$ cat config.mk
export PLATFORM = sky130hd
export DESIGN_NAME = axis_skid_buffer
export DESIGN_NICKNAME = d
export VERILOG_FILES = /design/src/design/axis_merge_pkg.sv /design/src/design/axis_skid_buffer.sv
export VERILOG_INCLUDE_DIRS = /design/src /design/src/design
export SDC_FILE = /design/constraint.sdc
export NUM_CORES = 1
export LEC_CHECK = 0
export BUFFER_PORTS_ARGS = -buffer_cell sky130_fd_sc_hd__buf_2
export CORE_AREA = 2 2 63 110
export CTS_CLUSTER_SIZE = 20
export DETAILED_ROUTE_END_ITERATION = 10
export DIE_AREA = 0 0 65 112
export PLACE_DENSITY = 0.77
export SETUP_SLACK_MARGIN = 0.5
export SLEW_MARGIN = 20
export SYNTH_ARGS = -nofsm -noshare
export SYNTH_HDL_FRONTEND = slang
export SYNTH_SLANG_ARGS = --single-unit
$ cat constraint.sdc
create_clock -name i_aclk -period 5.6 [get_ports i_aclk]
set_input_delay 1.12 -clock i_aclk [delete_from_list [all_inputs] [get_ports i_aclk]]
set_output_delay 1.12 -clock i_aclk [all_outputs]
set_load 0.02 [all_outputs]
$ cat src/design/axis_merge_defs.svh
////////////////////////////////////////////////////////////////////////////
// Sizing constants for the two-port stream merger, included by the package
// and by every module that needs a width, a port count or the stall limit
////////////////////////////////////////////////////////////////////////////

`ifndef AXIS_MERGE_DEFS_SVH
`define AXIS_MERGE_DEFS_SVH

////////////////////////////////////////////////////////////////////////////
// Stream geometry
////////////////////////////////////////////////////////////////////////////

// Bytes carried by one beat, which also sets the keep mask width
`define AXIS_DATA_BYTES 4

// Number of peer source streams feeding the arbiter
`define AXIS_NUM_PORTS 2

////////////////////////////////////////////////////////////////////////////
// Monitor limits
////////////////////////////////////////////////////////////////////////////

// Longest legal run of cycles with output valid high and ready low
// A longer stall sets the sticky protocol error
`define AXIS_MAX_STALL 64

// Width of the per-packet byte counter in the monitor
`define AXIS_COUNT_BITS 16

`endif

$ cat src/design/axis_merge_pkg.sv
////////////////////////////////////////////////////////////////////////////
// Shared types of the merger: width typedefs, beat structs, arbiter states
////////////////////////////////////////////////////////////////////////////

`include "axis_merge_defs.svh"

package axis_merge_pkg;

	////////////////////////////////////////////////////////////////////////////
	// Field widths
	////////////////////////////////////////////////////////////////////////////

	typedef logic [`AXIS_DATA_BYTES*8-1:0] axis_data_t;
	typedef logic [`AXIS_DATA_BYTES-1:0] axis_keep_t;
	typedef logic [1:0] axis_dest_t;

	// One bit is enough to name either of the two source ports
	typedef logic [$clog2(`AXIS_NUM_PORTS)-1:0] port_id_t;

	typedef logic [`AXIS_COUNT_BITS-1:0] byte_count_t;

	////////////////////////////////////////////////////////////////////////////
	// Beat payloads
	////////////////////////////////////////////////////////////////////////////

	// A keep-only beat with no strobe field
	typedef struct packed {
		axis_data_t data;
		axis_keep_t keep;
		logic last;
		axis_dest_t dest;
		logic user;
	} axis_beat_t;

	// The merged output beat carries the port it came from
	typedef struct packed {
		axis_beat_t beat;
		port_id_t src;
	} axis_tagged_beat_t;

	// Arbiter is either free to grant or locked onto one packet
	typedef enum logic {ARB_IDLE, ARB_PACKET} arb_state_t;

endpackage

$ cat src/design/axis_skid_buffer.sv
////////////////////////////////////////////////////////////////////////////
// Two-entry stream buffer with a registered ready, one per input port
////////////////////////////////////////////////////////////////////////////

`timescale 1ns/10ps

module axis_skid_buffer
(
	input	logic				i_aclk,
	input	logic				i_aresetn,
	input	logic				i_valid,
	input	axis_merge_pkg::axis_beat_t	i_beat,
	output	logic				o_ready,
	output	logic				o_valid,
	input	logic				i_ready,
	output	axis_merge_pkg::axis_beat_t	o_beat
);
	import axis_merge_pkg::*;

	// Number of beats held, from 0 to 2
	logic [1:0] count;
	logic [1:0] count_nxt;

	// Slot 0 is always the head that drives the output
	axis_beat_t slot0;
	axis_beat_t slot1;

	logic wr;
	logic rd;

	assign wr = i_valid && o_ready;
	assign rd = o_valid && i_ready;

	assign o_valid = (count != 2'd0);
	assign o_beat = slot0;

	always_comb
	begin
		case ({wr, rd})
			2'b10: count_nxt = count + 2'd1;
			2'b01: count_nxt = count - 2'd1;
			default: count_nxt = count;
		endcase
	end

	// Ready is computed from the next count so it closes as soon as
	// the second slot fills, without looking at downstream ready
	always_ff @(posedge i_aclk)
	begin
		if (!i_aresetn)
		begin
			count <= 2'd0;
			o_ready <= 1'b0;
		end
		else
		begin
			count <= count_nxt;
			o_ready <= (count_nxt != 2'd2);
		end
	end

	always_ff @(posedge i_aclk)
	begin
		if (rd)
		begin
			// The head leaves and the next beat in order moves up
			if (count == 2'd2)
				slot0 <= slot1;
			else if (wr)
				slot0 <= i_beat;
		end
		else if (wr)
		begin
			if (count == 2'd0)
				slot0 <= i_beat;
			else
				slot1 <= i_beat;
		end
	end

	// The ready registered one cycle earlier must already block a write
	assert property (@(posedge i_aclk) disable iff (!i_aresetn)
		(count == 2'd2) |-> !wr);

endmodule

# Word level (Yosys, flattened, before mapping)
# Cells that the tools add are included.
totals:
  reg_bits: 83
  inputBits: 44
op_classes:
  n_addsub: 2
  eq_ne: 4
  n_reduce_logical: 9
  muxes: 6
  n_bitwise: 2
ops:
  columns: ["operator", "n"]
  rows:
  - ["two-way mux 40 bit", 5]
  - ["nonzero test 2 bit", 4]
  - ["AND reduction 3 bit", 2]
  - ["== test 2 bit, second input constant", 2]
  - ["case mux 2 bit (2 select lines)", 1]
  - ["adder 2 x 1 -> 2 bit, second input constant", 1]
  - ["== test 2 x 1 -> 1 bit, second input constant", 1]
  - ["logical AND 1 bit", 2]
  - ["logical NOT 2 bit", 1]
  - ["!= test 2 bit, second input constant", 1]
  - ["NOT 1 bit", 2]
  - ["subtractor 2 x 1 -> 2 bit, second input constant", 1]

# Logic depth before layout (Yosys ltp)
depth:
  word_depth: 5
  ltp_mapped: 6

# Worst setup path after synthesis
# Ideal clock, no wire load.
synth_path:
  kind: "input port to flip-flop"
  startpoint: "in i_valid"
  endpoint: "reg slot1[0] (netlist bit) (enable)"
  arrival_ps: 3955
  path_slack_ps: 1158
  setup_ps: 487
  cell_stages: 2
  n_path_buf: 0
  cell_sequence: "nand2_1 > nor3_1"
synth_via:
  elab_chain_len: 2
synth_rtl:
  columns: ["element", "line_no", "source"]
  rows:
  - ["from (decl)", "axis_skid_buffer.sv:11", "input logic i_valid,"]
  - ["logical AND 1 bit", "axis_skid_buffer.sv:31", "assign wr = i_valid && o_ready;"]
  - ["AND reduction 3 bit (no line)", null, null]
  - ["to (signal assigned)", "axis_skid_buffer.sv:77", "slot1 <= i_beat;"]
  - ["to (decl)", "axis_skid_buffer.sv:26", "axis_beat_t slot1;"]
# No other way between the ends.
# A chain may end at the register's enable or synchronous reset.

# Worst setup path after layout
layout_path:
  startpoint: "in i_ready"
  endpoint: "reg slot0 (netlist bit o_beat[10]) (enable)"
layout_via:
  elab_chain_len: 3
layout_rtl:
  columns: ["element", "line_no", "source"]
  rows:
  - ["from (decl)", "axis_skid_buffer.sv:15", "input logic i_ready,"]
  - ["logical AND 1 bit (*)", "axis_skid_buffer.sv:32", "assign rd = o_valid && i_ready;"]
  - ["nonzero test 2 bit (no line)", null, null]
  - ["AND reduction 3 bit (no line) (*)", null, null]
  - ["to (signal assigned)", "axis_skid_buffer.sv:68", "slot0 <= slot1;"]
  - ["to (signal assigned)", "axis_skid_buffer.sv:70", "slot0 <= i_beat;"]
  - ["to (signal assigned)", "axis_skid_buffer.sv:75", "slot0 <= i_beat;"]
  - ["to (decl)", "axis_skid_buffer.sv:25", "axis_beat_t slot0;"]
# Mark *: on every way between the ends. The rest lies on a longest branch, timed or not.

==> impl_metrics.json <==
{
  "yosys_warnings": 0,
  "wire_per_inst_um": 15.4,
  "area_growth_pct": 25.3,
  "pwr-share-clk_pct": 38.0,
  "final_area_um2": 4090,
  "syn_avg_cell_area_um2": 21.7,
  "max_slew_margin_pct": 39.5,
  "skew_ns": 0.00455,
  "grt_pass1_wl_mm": 7.73,
  "clockBufferDepth": 2,
  "hold_viol": 0,
  "worstSetupEndpointType": "register",
  "postCtsSetupRepairBufs": 0,
  "wl_met3_um": 263,
  "fin_total_pwr_w": 0.00157,
  "critPathLaunchType": "primary input",
  "clock_latency_ns": 0.33,
  "fin_crit_ns": 3.22,
  "cts.sinks": 83,
  "num_rows": 39,
  "top_layer": "met4",
  "final_core_util_pct": 63.9,
  "avgViaCountPerCell": 4.79,
  "rsz0062_at_grt": "false",
  "antenna_found_initial": 0,
  "cts_made_buffers": 9,
  "synth.ff_latch_count": 83,
  "holdWs_ns": 0.546,
  "grt.total_usage_pct": 15.2,
  "overflow": 0,
  "num_vias": 1584,
  "globalplace.congestion": 0.700,
  "path_class": "in -> reg",
  "grt_max_degree": 42,
  "dr_wl_met2_mm": 2.74,
  "outcome": "complete, no violations",
  "syn_nets": 196,
  "drt-pass1-iter-count": 4,
  "share_comb_of_total_power_pct": 13.6,
  "cp_data_required_time_ns": 5.63,
  "sw_frac_of_total_pct": 22.1,
  "syn_area_um2": 3260,
  "seqPwrFrac_pct": 48.3,
  "coreArea_um2": 6390,
  "hp-class": "reg -> reg",
  "cts_tree": "built",
  "grt_pass1_vias": 1631,
  "timing.final.crit_share_pct": 57.5,
  "cts_resized": 0,
  "diodes": 0,
  "cp.arrival_ns": 3.25,
  "switching_power_w": 0.000346,
  "synth_cells": 150,
  "ctsHoldBuffers": 0,
  "die_y_um": 112,
  "nets": 290,
  "yosysSeqAreaShare_pct": 75.5,
  "wl_mm": 5.08,
  "setup_viol": 0,
  "netlist-cell-type-count": 22,
  "drcViolationCount": 0,
  "p_leak_nw": 1.71,
  "cts_max_level": 3,
  "start_util_pct": 51.0,
  "setup_tns_ns": 0,
  "antenna_left": 0,
  "die-area_um2": 7280,
  "slew_violations": 0,
  "tightest_slew_ns": 0.907,
  "cell_internal_pwr_w": 0.00122,
  "drive_above_1_share_pct": 57.8,
  "port_buffers": 85,
  "p_per_area_nw_per_um2": 383,
  "clk_pin_slew_worst_paths_ns": 0.05,
  "wl_met1_mm": 1.94,
  "fmax_mhz": 310,
  "dp_hpwl_mm": 3.61,
  "cp_max_fo": 41,
  "rrSetupSlack_ns": 2.84,
  "ios": 86,
  "die_w_um": 65,
  "drt_iter0_drc": 104,
  "cts_root_buf": "clkbuf_16",
  "drv_cap": 0,
  "postPlaceCellArea_um2": 3780,
  "ir_drop_mv": 0.256
}
layout make-up:
| class | instances | area, µm² |
|---|---|---|
| Timing Repair Buffer | 87 | 440 |
| Inverter | 3 | 11.3 |
| Clock inverter | 7 | 82.6 |
| Multi-Input combinational cell | 60 | 761 |
| Tap cell | 82 | 103 |
| Sequential cell | 83 | 2460 |
| Fill cell | 443 | 2310 |
| Clock buffer | 9 | 225 |
critical path, cell delays in order:
cell and delay, ns:
buf_2 0.14, nand3b_4 0.63, a31oi_4 1.00, buf_4 0.35
per-stage QoR:
step | setup slack [ns] | cells
final | 2.38 | 331
after global routing | 2.18 | 331
after CTS | 2.33 | 331
after detailed placement | 1.98 | 315
after global placement | 2.04 | 315
after floorplan | 1.16 | 150
state kept, by name, indices dropped and copies added, names as in the netlist:
| signal | cells |
|---|---|
| o_beat | 40 |
| slot1 | 40 |
| count | 2 |
| o_ready | 1 |
placed cells by master, fill, tap and decap left out, types with 2 or more instances in the layout:
master / n
clkinv_2: 3
nand3_1: 2
buf_2: 85
ha_1: 2
bufinv_16: 2
edfxtp_1: 80
buf_4: 2
inv_1: 3
dfxtp_1: 3
o21ai_0: 2
clkbuf_16: 9
clkinv_1: 2
nand2b_1: 2
mux2_4: 39
cell families (layout without fill, tap and decap cells):
group                      count (synthesis)  in the layout  synth area share (%)
xor gates and xnor gates                   1              1                 0.269
DFF                                       83             83                  75.5
adders and majority gates                  2              2                 0.768
muxes                                     40             40                  18.3
buffers and inverters                      7            106                  1.73
AOI/OAI and AO/OA                          6              6                  1.11
and+or+nand+nor                           11             11                  2.26
final timing paths:
path	startpoint	to	cells after the start
worst min register to register	slot1[37]	o_beat[37]	1
worst max-delay path	i_ready	o_beat[10]	4
worst min-delay path	slot1[37]	o_beat[37]	1
worst max register to register	count[1]	o_beat[10]	3
layer usage:
metal | track usage (%) | up-vias
met5 | 0 | -
met4 | 9.36 | 0
met3 | 4.85 | 10
met2 | 25.8 | 47
met1 | 15.9 | 752
li1 | - | 775
power groups by stage:
stage / combinational [W] / clock (W) / sequential, W
2_1_floorplan: 0.000110 / 0 / 0.000809
3_3_place_gp: 0.000212 / 0 / 0.000768
3_5_place_dp: 0.000217 / 0 / 0.000770
4_1_cts: 0.000218 / 0.000608 / 0.000758
5_1_grt: 0.000231 / 0.000633 / 0.000761
6_report: 0.000213 / 0.000595 / 0.000757
cells in the mapped netlist:
cell / instances / area (µm²)
o21ai_0: 2 / 10.0
buf_6: 4 / 45.0
edfxtp_1: 80 / 2400
and3_1: 1 / 6.26
a21oi_1: 1 / 5.00
ha_1: 2 / 25.0
inv_1: 3 / 11.3
a21boi_0: 1 / 7.51
or3_1: 1 / 6.26
nor3_1: 1 / 5.00
mux2_4: 39 / 586
nor2b_1: 1 / 6.26
o31ai_1: 1 / 7.51
nand3b_4: 1 / 20.0
xnor2_1: 1 / 8.76
dfxtp_1: 3 / 60.1
nand3_1: 2 / 10.0
mux2_2: 1 / 11.3
nand2b_1: 2 / 12.5
nand2_1: 1 / 3.75
nor2_1: 1 / 3.75
a31oi_1: 1 / 6.26
No activity file was read; power rests on OpenSTA's default activity.
