## src/design/axis_merge_defs.svh

```systemverilog
////////////////////////////////////////////////////////////////////////////
// Sizing constants for the two-port stream merger, included by the package
// and by every module that needs a width, a port count or the stall limit
////////////////////////////////////////////////////////////////////////////

`ifndef AXIS_MERGE_DEFS_SVH
`define AXIS_MERGE_DEFS_SVH

////////////////////////////////////////////////////////////////////////////
// Stream geometry
////////////////////////////////////////////////////////////////////////////

// Bytes carried by one beat, which also sets the keep mask width
`define AXIS_DATA_BYTES 4

// Number of peer source streams feeding the arbiter
`define AXIS_NUM_PORTS 2

////////////////////////////////////////////////////////////////////////////
// Monitor limits
////////////////////////////////////////////////////////////////////////////

// Longest legal run of cycles with output valid high and ready low
// A longer stall sets the sticky protocol error
`define AXIS_MAX_STALL 64

// Width of the per-packet byte counter in the monitor
`define AXIS_COUNT_BITS 16

`endif

```

## src/design/axis_merge_pkg.sv

```systemverilog
////////////////////////////////////////////////////////////////////////////
// Shared types of the merger: width typedefs, beat structs, arbiter states
////////////////////////////////////////////////////////////////////////////

`include "axis_merge_defs.svh"

package axis_merge_pkg;

	////////////////////////////////////////////////////////////////////////////
	// Field widths
	////////////////////////////////////////////////////////////////////////////

	typedef logic [`AXIS_DATA_BYTES*8-1:0] axis_data_t;
	typedef logic [`AXIS_DATA_BYTES-1:0] axis_keep_t;
	typedef logic [1:0] axis_dest_t;

	// One bit is enough to name either of the two source ports
	typedef logic [$clog2(`AXIS_NUM_PORTS)-1:0] port_id_t;

	typedef logic [`AXIS_COUNT_BITS-1:0] byte_count_t;

	////////////////////////////////////////////////////////////////////////////
	// Beat payloads
	////////////////////////////////////////////////////////////////////////////

	// A keep-only beat with no strobe field
	typedef struct packed {
		axis_data_t data;
		axis_keep_t keep;
		logic last;
		axis_dest_t dest;
		logic user;
	} axis_beat_t;

	// The merged output beat carries the port it came from
	typedef struct packed {
		axis_beat_t beat;
		port_id_t src;
	} axis_tagged_beat_t;

	// Arbiter is either free to grant or locked onto one packet
	typedef enum logic {ARB_IDLE, ARB_PACKET} arb_state_t;

endpackage

```

## src/design/axis_stream_monitor.sv

```systemverilog
////////////////////////////////////////////////////////////////////////////
// Passive monitor on the merged stream that reports packet byte counts and
// keeps a sticky flag for handshake rule violations
////////////////////////////////////////////////////////////////////////////

`timescale 1ns/10ps

`include "axis_merge_defs.svh"

module axis_stream_monitor
(
	input	logic					i_aclk,
	input	logic					i_aresetn,
	input	logic					i_valid,
	input	logic					i_ready,
	input	axis_merge_pkg::axis_tagged_beat_t	i_beat,
	output	logic					o_pkt_valid,
	output	axis_merge_pkg::byte_count_t		o_pkt_bytes,
	output	axis_merge_pkg::axis_dest_t		o_pkt_dest,
	output	logic					o_proto_err
);
	import axis_merge_pkg::*;

	// Wide enough to reach one past the limit before saturating
	localparam int STALL_BITS = $clog2(`AXIS_MAX_STALL + 2);

	logic handshake;
	logic stalled;

	byte_count_t beat_bytes;
	byte_count_t run_bytes;

	logic [STALL_BITS-1:0] stall_cnt;
	logic stall_q;
	axis_tagged_beat_t beat_q;

	logic err_change;
	logic err_drop;
	logic err_long;

	assign handshake = i_valid && i_ready;
	assign stalled = i_valid && !i_ready;

	////////////////////////////////////////////////////////////////////////////
	// Packet byte counting
	////////////////////////////////////////////////////////////////////////////

	// Each set keep bit marks one valid byte in the beat
	always_comb
	begin
		beat_bytes = '0;
		for (int k = 0; k < `AXIS_DATA_BYTES; k++)
		begin
			if (i_beat.beat.keep[k])
				beat_bytes = beat_bytes + byte_count_t'(1);
		end
	end

	always_ff @(posedge i_aclk)
	begin
		if (!i_aresetn)
		begin
			run_bytes <= '0;
			o_pkt_valid <= 1'b0;
		end
		else
		begin
			o_pkt_valid <= handshake && i_beat.beat.last;
			if (handshake)
				run_bytes <= i_beat.beat.last ? '0 : (run_bytes + beat_bytes);
		end
	end

	// The report includes the bytes of the closing beat itself
	always_ff @(posedge i_aclk)
	begin
		if (handshake && i_beat.beat.last)
		begin
			o_pkt_bytes <= run_bytes + beat_bytes;
			o_pkt_dest <= i_beat.beat.dest;
		end
	end

	////////////////////////////////////////////////////////////////////////////
	// Stall tracking and protocol errors
	////////////////////////////////////////////////////////////////////////////

	// Counts the stalled cycles seen before the current one
	always_ff @(posedge i_aclk)
	begin
		if (!i_aresetn || !stalled)
			stall_cnt <= '0;
		else if (!(&stall_cnt))
			stall_cnt <= stall_cnt + 1'b1;
	end

	always_ff @(posedge i_aclk)
	begin
		if (!i_aresetn)
			stall_q <= 1'b0;
		else
			stall_q <= stalled;
	end

	always_ff @(posedge i_aclk)
	begin
		if (stalled)
			beat_q <= i_beat;
	end

	// After a stalled cycle the same beat must still be offered
	assign err_change = stall_q && i_valid && (i_beat != beat_q);
	assign err_drop = stall_q && !i_valid;
	assign err_long = stalled && (stall_cnt >= STALL_BITS'(`AXIS_MAX_STALL));

	always_ff @(posedge i_aclk)
	begin
		if (!i_aresetn)
			o_proto_err <= 1'b0;
		else if (err_change || err_drop || err_long)
			o_proto_err <= 1'b1;
	end

	// Same rule as the change and drop flags, checked in simulation
	assert property (@(posedge i_aclk) disable iff (!i_aresetn)
		stalled |=> (i_valid && $stable(i_beat)));

endmodule

```

## config.mk

```make
export PLATFORM = sky130hd
export DESIGN_NAME = axis_stream_monitor
export DESIGN_NICKNAME = d
export VERILOG_FILES = /design/src/design/axis_merge_pkg.sv /design/src/design/axis_stream_monitor.sv
export VERILOG_INCLUDE_DIRS = /design/src /design/src/design
export SDC_FILE = /design/constraint.sdc
export NUM_CORES = 1
export LEC_CHECK = 0
export BUFFER_PORTS_ARGS = -buffer_cell sky130_fd_sc_hd__buf_2
export CORE_ASPECT_RATIO = 1.1
export CORE_UTILIZATION = 39
export DETAILED_ROUTE_END_ITERATION = 12
export PLACE_DENSITY = 0.58
export SLEW_MARGIN = 20
export SYNTH_ARGS = -nofsm -noshare
export SYNTH_HDL_FRONTEND = slang
export SYNTH_SLANG_ARGS = --single-unit
```

## constraint.sdc

```tcl
create_clock -name i_aclk -period 8 [get_ports i_aclk]
set_clock_uncertainty 0.2 [all_clocks]
set_input_delay 1.2 -clock i_aclk [delete_from_list [all_inputs] [get_ports i_aclk]]
set_output_delay 1.2 -clock i_aclk [all_outputs]
set_load 0.02 [all_outputs]
```

### Yosys cells after proc, flatten, opt, wreduce, memory -nomap -nowiden

Index checks and enable logic that the tools add are counted.

* bits in registers: 85
* bits in latches: 0
* memory bits (writable): 0
* bits in read-only memories: 0
* output and inout bits: 20
* logic and storage cells: 40
* memories: 0

* add/subtract/negate cells: 5
* $mul: 0
* divide/modulo/power cells: 0
* $lt $le $gt $ge: 1
* equal/unequal tests: 1
* shift-type cells: 0
* multiplexer cells: 5
* bitwise gates (word level): 0
* reductions and logical operators: 15

Operators with widths (count)
* $mux 16: 4
* $add 16x1->16 const B: 3
* $ne 41x41->1: 1
* $add 16x16->16: 1
* $add 7x1->7 const B: 1
* $ge 7x7->1 const B: 1
* $logic_and 1x1->1: 7
* $reduce_and 7->1: 1
* $logic_not 1->1: 4
* $logic_or 1x1->1: 3
* $mux 1: 1

### Logic depth before layout (Yosys ltp)

* depth after elaboration: 9
* gate-level depth with buffers: 13
* mapped depth without buffers: 12

### Worst setup path before layout

Ideal clock, no wire load.

* path type: input to register
* from: input i_ready
* to: register stall_cnt[2]
* library setup time: 0.076 ns
* data arrival time: 3.903 ns
* required time: 7.724 ns
* path slack: 3.821 ns
* stages on the path: 5
* buffers on the path: 0
* path through: nor2b_1 -> nand2_1 -> inv_1 -> o21ai_0 -> a31oi_1

* cells in the longest elaborated chain, start to end: 4

RTL lines
* start: declaration: RTL line axis_stream_monitor.sv:15 `input logic i_ready,`
* $logic_not 1->1: RTL line axis_stream_monitor.sv:42 `assign stalled = i_valid && !i_ready;`
* $logic_and 1x1->1: RTL line axis_stream_monitor.sv:42
* $logic_not 1->1: RTL line axis_stream_monitor.sv:91 `if (!i_aresetn || !stalled)`
* $logic_or 1x1->1: RTL line axis_stream_monitor.sv:91
* end signal: assignment: RTL line axis_stream_monitor.sv:94 `stall_cnt <= stall_cnt + 1'b1;`
* end: declaration: RTL line axis_stream_monitor.sv:33 `logic [STALL_BITS-1:0] stall_cnt;`

Every way passes these cells.
A chain may end at the register's enable or synchronous reset.

### Worst setup path after layout

* from: input i_beat[5] in the netlist's numbering
* to: register o_pkt_bytes[15], data pin

* cells in the longest elaborated chain, start to end: 8

RTL lines
* start: declaration: RTL line axis_stream_monitor.sv:16 `input axis_merge_pkg::axis_tagged_beat_t i_beat,`
* $mux 1 (*): RTL line axis_stream_monitor.sv:54 `if (i_beat.beat.keep[k])`
* $add 16x1->16: RTL line axis_stream_monitor.sv:55 `beat_bytes = beat_bytes + byte_count_t'(1);`
* $mux 16 (*): RTL line axis_stream_monitor.sv:54
* $add 16x1->16: RTL line axis_stream_monitor.sv:55
* $mux 16 (*): RTL line axis_stream_monitor.sv:54
* $add 16x1->16: RTL line axis_stream_monitor.sv:55
* $mux 16 (*): RTL line axis_stream_monitor.sv:54
* $add 16x16->16 (*): RTL line axis_stream_monitor.sv:79 `o_pkt_bytes <= run_bytes + beat_bytes;`
* end signal: assignment: RTL line axis_stream_monitor.sv:79
* end: declaration: RTL line axis_stream_monitor.sv:18 `output axis_merge_pkg::byte_count_t o_pkt_bytes,`

Every way passes the cells marked *; elsewhere a longest branch is shown, timed or not.

==> summary.txt <==
Status
  – Outcome: finished, final reports clean

Global route
  – Initial antenna violation count: 0
  – Pin count of the biggest net entering global routing: 20
  – Global-route wire length before repair: 11.9 mm
  – All-layer global routing usage: 15.5%
  – Overflow after GRT: 0
  – Via count of the first global-routing pass: 2436

Synthesis
  – Number of flops mapped to enable cells by yosys: 59
  – Syn Nets: 362
  – Share of the yosys chip area belonging to registers: 60.0%
  – Share of Yosys cell area claimed by the top area cell type: 46.4%
  – Most frequently used cell type in the post-synthesis netlist: sky130_fd_sc_hd__edfxtp_1
  – Post-synthesis instance area: 3820 um^2
  – Top cells by count, synth: sky130_fd_sc_hd__edfxtp_1 (59), sky130_fd_sc_hd__xnor2_1 (34), sky130_fd_sc_hd__dfxtp_1 (26), sky130_fd_sc_hd__xor2_1 (26), sky130_fd_sc_hd__nor2_1 (16)
  – Number of distinct standard cells referenced by the synthesized netlist: 43
  – Fraction of synthesis flops using an asynchronous set or reset pin: 0%
  – Dominant cells by area after synthesis: sky130_fd_sc_hd__edfxtp_1 (46%), sky130_fd_sc_hd__dfxtp_1 (14%), sky130_fd_sc_hd__xnor2_1 (7.8%)
  – Flop and latch count out of synthesis: 85
  – Synthesized area per cell: 12.5 um^2
  – Main flop type after synthesis: sky130_fd_sc_hd__edfxtp_1
  – Number of warnings reported in the yosys synthesis log: 0
  – Count of mapped cells out of synthesis: 306
  – Library cell occupying the most area in the post-synthesis netlist: sky130_fd_sc_hd__edfxtp_1

STA
  – Max-slew violation total from the final report: 0
  – Sum of negative setup slack: 0 ns
  – Unrepaired setup endpoints after global routing: no
  – Final number of hold-violating endpoints: 0
  – Relative slew slack: 35.4%
  – Ratio of final minimum period to clock period: 49.9%
  – Setup violation total in the final timing report: 0
  – FMAX: 0.250 GHz
  – Transition at the pin with the smallest max-transition slack: 0.970 ns
  – Clock period minus worst slack: 3.99 ns

Die
  – Number of cell rows: 37
  – Chip Height: 106 um
  – Standard cell core area: 9440 um^2
  – Starting density of the core: 40.5%
  – Die area: 10200 um^2
  – Io pins: 65
  – Die span in x: 96.4 um

Final layout
  – Fill count: 907
  – Fraction of layout instances using a drive strength above 1: 22.3%
  – Area of the multi-input gates: 1450 um^2
  – Antenna Cells: 0
  – Area taken by flip-flops and latches: 2290 um^2
  – # nets final: 427
  – Total non-filler cell area in the finished layout: 4450 um^2
  – Post-synthesis to final-layout area growth: 16.5%

Worst setup path
  – Family with the most delay on the worst path: adder cells
  – Longest individual stage delay on the worst path: 0.43 ns
  – Required time at the endpoint of the critical path: 7.91 ns
  – Critical path data arrival time: 3.91 ns
  – Capturing element type of the critical path: flip-flop
  – Crit Path Category: in2reg
  – Biggest fanout along the worst timing path: 11
  – Most Frequent Cell on Critical Path: sky130_fd_sc_hd__ha_1
  – Cell with the biggest individual delay on the critical path: sky130_fd_sc_hd__and2_1
  – List of cells traversed by the critical path: buf_2, inv_1, ha_1, xor2_1, ha_1, nand2_1, o21ai_0, ha_1, a211oi_1, o21bai_1, and2_1, nand3_1, xnor2_1
  – CP bufs+invs: 2
  – Setup crit start kind: primary input

Drt
  – DRC violation count after routing: 0
  – Post-DR vias/cell: 5.04
  – Detailed Routing Iterations Pass 1: 4
  – Per-cell routed wire length: 14.3 um
  – Total length of routed wires: 7.06 mm
  – Antenna Nets Post-Route: 0
  – DRC violation total after the first TritonRoute iteration: 128
  – Detailed-route via count: 2487

Power and ir drop
  – Power density of the placed cells: 193 nW/um^2
  – P_leak: 0.00166 uW
  – Highest ir drop seen on vdd: 0.0000690 V

Place
  – Routability congestion estimate: 0.722
  – Area after DPL: 4280 um^2
  – Dpl hpwl: 5.00 mm
  – Total of buffers placed on input and output ports: 64

Clocking
  – Number of buffers created by CTS: 9
  – Clk slew on worst S/H paths: 0.09 ns
  – Maximum root-to-sink buffer count: 2
  – Latest clock arrival within the worst-skew pair: 0.36 ns
  – Number of buffers added for setup after CTS: 0
  – Number of instances resized during post-cts repair: 0
  – Hold-fix buffer count after cts: 0
  – Sink count of the clock tree: 85
  – CTS tree: built
  – Clock H-tree levels: 3
  – CTS root buf: sky130_fd_sc_hd__clkbuf_8

Worst hold path
  – Type of the worst min-delay path: reg2reg

Run
  – Number of max-capacitance violations reported: 0
[registers in the layout, indices dropped and copies added, names as in the netlist]
name / cells
beat_q: 41
o_pkt_bytes: 16
run_bytes: 16
stall_cnt: 7
o_pkt_dest: 2
o_pkt_valid: 1
o_proto_err: 1
stall_q: 1
[final timing paths]
kind                            slack, ns    startpoint  cells past startpoint               to
worst min-delay path                 0.27  stall_cnt[2]                      1     stall_cnt[2]
worst min register to register       0.27  stall_cnt[2]                      1     stall_cnt[2]
worst max-delay path                 4.01     i_beat[5]                     13  o_pkt_bytes[15]
worst max register to register       5.65  run_bytes[0]                      6   o_pkt_bytes[6]
[cells by family after synthesis]
| group | synth area share [%] |
|---|---|
| adders and majority gates | 3.80 |
| AOI/OAI and AO/OA | 9.17 |
| xor gates and xnor gates | 13.8 |
| DFF | 60.0 |
| muxes | 0.524 |
| other | 0.0981 |
| and+or+nand+nor | 10.3 |
| buffers and inverters | 2.39 |
[through the flow]
stage | hold slack (ns) | setup slack, ns | power, uW | util, % | cells
3_5_place_dp | 0.265 | 3.62 | 593 | 45.3 | 477
6_report | 0.273 | 4.01 | 857 | 47.1 | 493
5_1_grt | 0.315 | 3.81 | 899 | 47.1 | 493
3_3_place_gp | 0.260 | 3.70 | 590 | 44.8 | 475
2_1_floorplan | 0.238 | 3.82 | 559 | - | 306
4_1_cts | 0.278 | 4.01 | 870 | 47.1 | 493
[routing by layer]
layer  up-vias  global-route usage, %  share of wire (%)
met2        54                   23.2                 45
met4         0                   5.15                1.2
met3         7                   4.47                5.4
li1       1250                      -                  -
met5         -                      0                  0
met1      1176                   21.4                 48
[layout by cell type (no fill, tap or decap), types with 5 or more instances in the layout]
cell and instances:
sky130_fd_sc_hd__xnor2_1 34, sky130_fd_sc_hd__nand3_1 6, sky130_fd_sc_hd__ha_1 10, sky130_fd_sc_hd__a31oi_1 7, sky130_fd_sc_hd__nand2_1 8, sky130_fd_sc_hd__buf_2 64, sky130_fd_sc_hd__nor2_1 16, sky130_fd_sc_hd__and3_1 6
sky130_fd_sc_hd__nor4_1 6, sky130_fd_sc_hd__o21ai_0 13, sky130_fd_sc_hd__inv_1 8, sky130_fd_sc_hd__xor2_1 26, sky130_fd_sc_hd__edfxtp_1 59, sky130_fd_sc_hd__clkbuf_8 9, sky130_fd_sc_hd__or3_1 5, sky130_fd_sc_hd__nand4_1 11
sky130_fd_sc_hd__a21oi_1 14, sky130_fd_sc_hd__dfxtp_1 26
[report_power, final]
part	total (uW)	switching (uW)	internal (uW)
registers	499	7.57	491
clock network	275	159	116
logic	83.2	46.6	36.6
total	857	214	643
[layout make-up]
cell class	instances	area share, %
timing repair buffer	66	8.15
clock buffer	10	2.87
tap	117	3.29
clock inverter	6	1.04
sequential	85	51.5
multi-input combinational	201	32.5
inverter	8	0.675
(Power assumes the default switching activity.)
